## src/rtl/mem_cfg_pkg.sv

```systemverilog
// Size constants of the two-port banked memory
// Imported by the type package and by any RTL that slices address fields
package mem_cfg_pkg;

  localparam int WIDTH   = 32;               // Data word
  localparam int NUMVBNK = 4;                // Virtual banks seen by the address
  localparam int BITVBNK = 2;
  localparam int NUMPBNK = NUMVBNK + 1;      // One spare bank per row
  localparam int BITPBNK = 3;

  // Row field limit; the real row count is a top-level parameter
  localparam int MAXVROW = 64;
  localparam int BITVROW = 6;

  localparam int BITADDR = BITVROW + BITVBNK; // Bank in the low bits, row above

endpackage

```

## src/rtl/mem_types_pkg.sv

```systemverilog
// Packed request, response and bank map types of the two-port memory
// Shared by the RTL and the testbench
package mem_types_pkg;

  import mem_cfg_pkg::*;

  typedef logic [WIDTH-1:0]   word_t;
  typedef logic [BITPBNK-1:0] pbnk_t;

  typedef struct packed {
    logic               rd;
    logic               wr;
    logic [BITADDR-1:0] addr;
    word_t              data;
  } port_req_t;

  typedef struct packed {
    logic  valid;
    word_t data;
  } port_rsp_t;

  typedef struct packed {
    pbnk_t [NUMVBNK-1:0] pbnk; // Physical bank holding each virtual bank
    pbnk_t               free;
  } map_row_t;

  // Bank and row one port uses in the current cycle
  typedef struct packed {
    pbnk_t              pbnk;
    logic [BITVROW-1:0] row;
    logic               rd;
    logic               wr;
  } bank_sel_t;

endpackage

```

## src/rtl/mem_array.sv

```systemverilog
`timescale 1ns/10ps
// Register array with two combinational reads and one clocked write
// Used for the bank map and for every data bank
module mem_array #(
  parameter type T       = logic [31:0],
  parameter int  DEPTH   = 16,
  localparam int AW      = (DEPTH > 1) ? $clog2(DEPTH) : 1
) (
  input  logic          clk,
  input  logic [AW-1:0] raddr0,
  input  logic [AW-1:0] raddr1,
  output T              rdata0,
  output T              rdata1,
  input  logic          we,
  input  logic [AW-1:0] waddr,
  input  T              wdata
);

  T mem [DEPTH];

  // Reads see the contents before this edge's write
  assign rdata0 = mem[raddr0];
  assign rdata1 = mem[raddr1];

  always_ff @(posedge clk)
  begin
    if (we)
      mem[waddr] <= wdata;
  end

endmodule

```

## src/rtl/bank_map.sv

```systemverilog
`timescale 1ns/10ps
// Per-row map from virtual to physical banks, filled with identity rows after reset
// Sends port 1 to the row's free bank when both ports write one physical bank
module bank_map #(
  parameter int NUMVROW = 16
) (
  input  logic                     clk,
  input  logic                     arst_n,
  input  mem_types_pkg::port_req_t req0,
  input  mem_types_pkg::port_req_t req1,
  output mem_types_pkg::bank_sel_t sel0,
  output mem_types_pkg::bank_sel_t sel1,
  output logic                     ready
);

  import mem_cfg_pkg::*;
  import mem_types_pkg::*;

  localparam int AW = (NUMVROW > 1) ? $clog2(NUMVROW) : 1;

  logic [AW-1:0]      swp_cnt;
  logic [BITVBNK-1:0] vbnk0;
  logic [BITVBNK-1:0] vbnk1;
  logic [BITVROW-1:0] vrow0;
  logic [BITVROW-1:0] vrow1;
  map_row_t           map0;
  map_row_t           map1;
  map_row_t           ident_row;
  map_row_t           remap_row;
  map_row_t           map_wdata;
  logic [AW-1:0]      map_waddr;
  logic               map_we;
  pbnk_t              pbnk0;
  pbnk_t              pbnk1;
  logic               wr_clash;

  assign vbnk0 = req0.addr[BITVBNK-1:0];
  assign vbnk1 = req1.addr[BITVBNK-1:0];
  assign vrow0 = req0.addr[BITADDR-1:BITVBNK];
  assign vrow1 = req1.addr[BITADDR-1:BITVBNK];

  mem_array #(
    .T     (map_row_t),
    .DEPTH (NUMVROW)
  ) u_map_mem (
    .clk    (clk),
    .raddr0 (vrow0[AW-1:0]),
    .raddr1 (vrow1[AW-1:0]),
    .rdata0 (map0),
    .rdata1 (map1),
    .we     (map_we),
    .waddr  (map_waddr),
    .wdata  (map_wdata)
  );

  // Reset sweep writes one row per cycle
  always_ff @(posedge clk or negedge arst_n)
  begin
    if (!arst_n)
    begin
      swp_cnt <= '0;
      ready   <= 1'b0;
    end
    else if (!ready)
    begin
      swp_cnt <= swp_cnt + 1'b1;
      if (swp_cnt == AW'(NUMVROW - 1))
        ready <= 1'b1;         // Last row written at this edge
    end
  end

  always_comb
  begin
    for (int v = 0; v < NUMVBNK; v++)
      ident_row.pbnk[v] = BITPBNK'(v);
    ident_row.free = BITPBNK'(NUMVBNK); // Spare bank starts free
  end

  assign pbnk0    = map0.pbnk[vbnk0];
  assign pbnk1    = map1.pbnk[vbnk1];
  assign wr_clash = ready && req0.wr && req1.wr && (pbnk0 == pbnk1);

  // Port 1 takes the free bank and the bank it leaves becomes free.
  // Port 0 never remaps, so a same-row pair still needs only this one row write.
  always_comb
  begin
    remap_row             = map1;
    remap_row.pbnk[vbnk1] = map1.free;
    remap_row.free        = pbnk1;
  end

  assign map_we    = !ready || wr_clash;
  assign map_waddr = ready ? vrow1[AW-1:0] : swp_cnt;
  assign map_wdata = ready ? remap_row : ident_row;

  always_comb
  begin
    sel0.pbnk = pbnk0;
    sel0.row  = vrow0;
    sel0.rd   = ready && req0.rd;
    sel0.wr   = ready && req0.wr;
    sel1.pbnk = wr_clash ? map1.free : pbnk1;
    sel1.row  = vrow1;
    sel1.rd   = ready && req1.rd;
    sel1.wr   = ready && req1.wr;
  end

endmodule

```

## src/rtl/bank_datapath.sv

```systemverilog
`timescale 1ns/10ps
// Physical data banks of the two-port memory with write steering and read registers
// Driven by the bank selections that the bank map computes each cycle
module bank_datapath #(
  parameter int NUMVROW = 16
) (
  input  logic                     clk,
  input  logic                     arst_n,
  input  mem_types_pkg::bank_sel_t sel0,
  input  mem_types_pkg::bank_sel_t sel1,
  input  mem_types_pkg::port_req_t req0,
  input  mem_types_pkg::port_req_t req1,
  output mem_types_pkg::port_rsp_t rsp0,
  output mem_types_pkg::port_rsp_t rsp1
);

  import mem_cfg_pkg::*;
  import mem_types_pkg::*;

  localparam int AW = (NUMVROW > 1) ? $clog2(NUMVROW) : 1;

  word_t bank_rd0 [NUMPBNK];
  word_t bank_rd1 [NUMPBNK];

  for (genvar b = 0; b < NUMPBNK; b++)
  begin : g_bank
    logic          hit0;
    logic          hit1;
    logic [AW-1:0] waddr;
    word_t         wdata;

    assign hit0  = sel0.wr && (sel0.pbnk == BITPBNK'(b));
    assign hit1  = sel1.wr && (sel1.pbnk == BITPBNK'(b));
    assign waddr = hit1 ? sel1.row[AW-1:0] : sel0.row[AW-1:0]; // At most one hit per bank
    assign wdata = hit1 ? req1.data : req0.data;

    mem_array #(
      .T     (word_t),
      .DEPTH (NUMVROW)
    ) u_bank (
      .clk    (clk),
      .raddr0 (sel0.row[AW-1:0]),
      .raddr1 (sel1.row[AW-1:0]),
      .rdata0 (bank_rd0[b]),
      .rdata1 (bank_rd1[b]),
      .we     (hit0 || hit1),
      .waddr  (waddr),
      .wdata  (wdata)
    );
  end

  // Old data is captured at the edge that also writes
  always_ff @(posedge clk or negedge arst_n)
  begin
    if (!arst_n)
    begin
      rsp0 <= '0;
      rsp1 <= '0;
    end
    else
    begin
      rsp0.valid <= sel0.rd;
      rsp1.valid <= sel1.rd;
      if (sel0.rd)
        rsp0.data <= bank_rd0[sel0.pbnk];
      if (sel1.rd)
        rsp1.data <= bank_rd1[sel1.pbnk];
    end
  end

endmodule

```

## src/rtl/mem2rw_top.sv

```systemverilog
`timescale 1ns/10ps
// Two read/write port memory built from banks with two reads and one write each
// Requests count only while ready is high; reads answer one cycle later
module mem2rw_top #(
  parameter int NUMVROW = 16    // At most MAXVROW
) (
  input  logic                     clk,
  input  logic                     arst_n,
  input  mem_types_pkg::port_req_t req0,
  input  mem_types_pkg::port_req_t req1,
  output mem_types_pkg::port_rsp_t rsp0,
  output mem_types_pkg::port_rsp_t rsp1,
  output logic                     ready
);

  import mem_types_pkg::*;

  bank_sel_t sel0;
  bank_sel_t sel1;

  bank_map #(
    .NUMVROW (NUMVROW)
  ) u_map (
    .clk    (clk),
    .arst_n (arst_n),
    .req0   (req0),
    .req1   (req1),
    .sel0   (sel0),
    .sel1   (sel1),
    .ready  (ready)
  );

  bank_datapath #(
    .NUMVROW (NUMVROW)
  ) u_dp (
    .clk    (clk),
    .arst_n (arst_n),
    .sel0   (sel0),
    .sel1   (sel1),
    .req0   (req0),
    .req1   (req1),
    .rsp0   (rsp0),
    .rsp1   (rsp1)
  );

endmodule

```

## config.mk

```make
export PLATFORM = sky130hd
export DESIGN_NAME = mem2rw_top
export DESIGN_NICKNAME = d
export VERILOG_FILES = /design/src/rtl/mem_cfg_pkg.sv /design/src/rtl/mem_types_pkg.sv /design/src/rtl/mem_array.sv /design/src/rtl/bank_map.sv /design/src/rtl/bank_datapath.sv /design/src/rtl/mem2rw_top.sv
export SDC_FILE = /design/constraint.sdc
export NUM_CORES = 2
export LEC_CHECK = 0
export BUFFER_PORTS_ARGS = -buffer_cell sky130_fd_sc_hd__buf_2
export CAP_MARGIN = 20
export CORE_MARGIN = 2
export CORE_UTILIZATION = 45
export DETAILED_ROUTE_END_ITERATION = 10
export GPL_ROUTABILITY_DRIVEN = 0
export RECOVER_POWER = 100
export REMOVE_ABC_BUFFERS = 1
export SYNTH_ARGS = -nofsm -noshare
export SYNTH_HDL_FRONTEND = slang
export SYNTH_SLANG_ARGS = --single-unit
```

## constraint.sdc

```tcl
create_clock -name clk -period 7.9 [get_ports clk]
set_input_delay 1.58 -clock clk [delete_from_list [all_inputs] [get_ports clk]]
set_output_delay 1.58 -clock clk [all_outputs]
set_load 0.005 [all_outputs]
```

==> out/qor.yml <==
cells_and_area:
  area_growth_pct: 12.8
  finalNetCount: 6820
  nFillCells: 23470
  final_cell_mix: "edfxtp_1, mux4_2, clkbuf_16"
  utilization: 0.511
  layout_commonest_cell: "edfxtp_1"
  drive_gt1_frac: 0.364
detailed_routing:
  vias: 76834
  viasPerCell: 7.01
  drt-initial-drc-count: 11990
  detail_route.wl_per_cell_um: 42.4
  drc: 0
  dr.pass1.iters: 6
  postRouteAntennaNets: 0
  wirelength_um: 464000
global_routing:
  grt_pass1_vias: 77113
  antenna_found_initial: 53
  grt_pass1_wl_um: 633000
  grt_overflow: 0
  grt_max_degree: 135
  track_usage: 0.304
clocking:
  holdBufCountCts: 0
  clock_path_buffers: 4
  clk_latency_ns: 0.96
  cts.sinks: 2871
  cts_setup_buffers: 0
  cts_resized: 0
  cts_max_level: 5
  cts_tree: "yes"
  clk_pin_slew_ns: 0.06
  cts_root_buf: "clkbuf_16"
  cts_made_buffers: 312
sta:
  tightest_slew_ns: 4.42
  fmax_ghz: 0.140
  setup_viol: 0
  rsz0062_at_grt: "false"
  fin_skew_ns: 0.0584
  finalSetupTns_ns: 0
  min_period_ns: 7.14
  min_period_over_period: 0.904
  drv_slew: 387
  relSlewSlack: -1.95
  hold_viol_final: 0
job:
  max-cap-violations: 11
hold_path:
  hp-class: "register to register"
  hold_depth: 2
power:
  power_density_nw_per_um2: 238
  p_leak_uw: 0.0472
  ir_drop_v: 0.000152
critical_path:
  cp.required_ns: 8.40
  crit_arrival_ns: 7.64
  cpMostUsedCell: "a21oi_1"
  critPathMaxFanout: 46
  setup.worst_path.class: "input port to register"
  endpoint_kind: "register"
  crit_slowest_cell: "clkbuf_2"
  max_stage_delay_ns: 1.15
  r2r_cells: 13
  reg2reg_slack_ns: 1.73
  start_kind: "input port"
  worstPathCellList: "buf_8 -> mux4_2 -> a22oi_1 -> a21oi_1 -> nor4_4 -> inv_1 -> or4_1 -> a21oi_1 -> nor4b_4 -> nor3_4 -> buf_12 -> nand2_1 -> o21ai_4 -> clkbuf_2"
logic_synthesis:
  yosysWarnings: 0
  synth-main-ff-cell: "edfxtp_1"
  yosys.area.top_type: "edfxtp_1"
  yosysTopAreaCellShare: 0.624
  synthCells: 6490
  yosysUniqueCellTypes: 70
  async_flop_share: 0.0247
  yosys-top-cells-area: "edfxtp_1, mux4_2, mux2_2"
  synth_seq_area_share: 0.637
  avgSynthCellArea_um2: 20.8
  synth_seq_cells: 2871
  synth.cell_area_um2: 135000
  synth-edff-count: 2800
place:
  portBuffers: 148
  post-dp-hpwl_um: 278000
floorplan:
  fp.dieH_um: 551
  dieArea_um2: 304000
  io_pins: 153
  coreArea_um2: 298000
  start_util: 0.453
  rows: 200
  die_x_um: 551
status:
  violations: "max-capacitance violations, max-slew violations"
  status: "complete, but fails checks"
[flip-flops by register name (all words and copies together) (netlist names)]
register / count
u_dp.g_bank.u_bank.mem: 2560
u_dp.rsp0: 33
u_dp.rsp1: 33
u_map.ready: 1
u_map.swp_cnt: 4
u_map.u_map_mem.mem: 240
[worst max-delay path, delay by kind of cell]
| family | cells | cell delay [ns] |
|---|---|---|
| and+or+nand+nor | 5 | 2.19 |
| buffers and inverters | 4 | 2.17 |
| AOI/OAI and AO/OA | 4 | 0.76 |
| muxes | 1 | 0.59 |
[Yosys cell counts, types with 43 or more instances]
cell type  instances
a211oi_1          50
nor2_1            80
mux2_2           184
o31ai_1           77
a22oi_1           48
nor2b_1           90
nand3_1          106
buf_2             43
buf_1            161
dfrtp_1           71
edfxtp_1        2800
o21ai_0           44
nand2_1          306
mux2i_1          118
a31oi_1           44
mux4_2          1636
clkbuf_1         303
[through the flow]
step | setup slack [ns] | instance area (µm²) | instances | hold slack (ns) | power (µW)
after detailed placement | 0.408 | 143000 | 10350 | 0.465 | 21700
after CTS | 1.34 | 153000 | 10920 | 0.477 | 36300
after global routing | 0.571 | 152000 | 10941 | 0.497 | 37000
after global placement | 0.412 | 143000 | 10350 | 0.464 | 21600
after floorplan | -6.57 | 133000 | 5957 | 0.473 | 19500
final | 0.760 | 152000 | 10963 | 0.476 | 36100
[power by group]
group	leakage, µW	switching (µW)	internal [µW]
Sequential	0.0261	189	17200
Clock	0.00495	6310	8490
Combinational	0.0162	2590	1380
Total	0.0472	9090	27000
[routing by layer]
layer	vias to the layer above	GRT usage	routed length [µm]
li1	28947	-	-
met3	891	0.0721	51900
met4	8	0.135	23900
met1	42019	0.412	171000
met2	4969	0.474	217000
met5	-	0	51
[final cells by class]
type	instances	area, µm²	area share
multi-input cells	3066	47100	0.310
repair buffers	462	3730	0.0245
well taps	3939	4930	0.0324
inverters	20	92.6	0.000609
flip-flops and latches	2871	85900	0.565
diodes	35	87.6	0.000576
clock buffers	390	8330	0.0547
clock inverters	180	1940	0.0127
[logic make-up (layout without fill, tap and decap cells)]
family                   after synthesis  count (layout)  share of synthesized area
adder cells (fa/ha/maj)                1               1                  0.0000928
multiplexers                        1972            1972                      0.300
XOR/XNOR                               4               4                   0.000260
AO/OA/AOI/OAI                        376             376                     0.0196
AND/OR/NAND/NOR                      713             713                     0.0262
buffers and inverters                553            1052                     0.0168
flip-flops                          2871            2871                      0.637
other                                  0              35                          0
[path summary, 6_finish.rpt]
check                                             from                          endpoint
max                                           req0[34]  u_dp.g_bank[4].u_bank.mem[8][25]
min                                      u_dp.rsp1[22]                     u_dp.rsp1[22]
max reg2reg                u_map.u_map_mem.mem[15][12]  u_dp.g_bank[4].u_bank.mem[8][25]
min reg2reg                              u_dp.rsp1[22]                     u_dp.rsp1[22]
max in group asynchronous                       arst_n                      u_dp.rsp0[6]
min in group asynchronous                       arst_n                     u_dp.rsp0[25]
No activity file was read; power rests on OpenSTA's default activity.
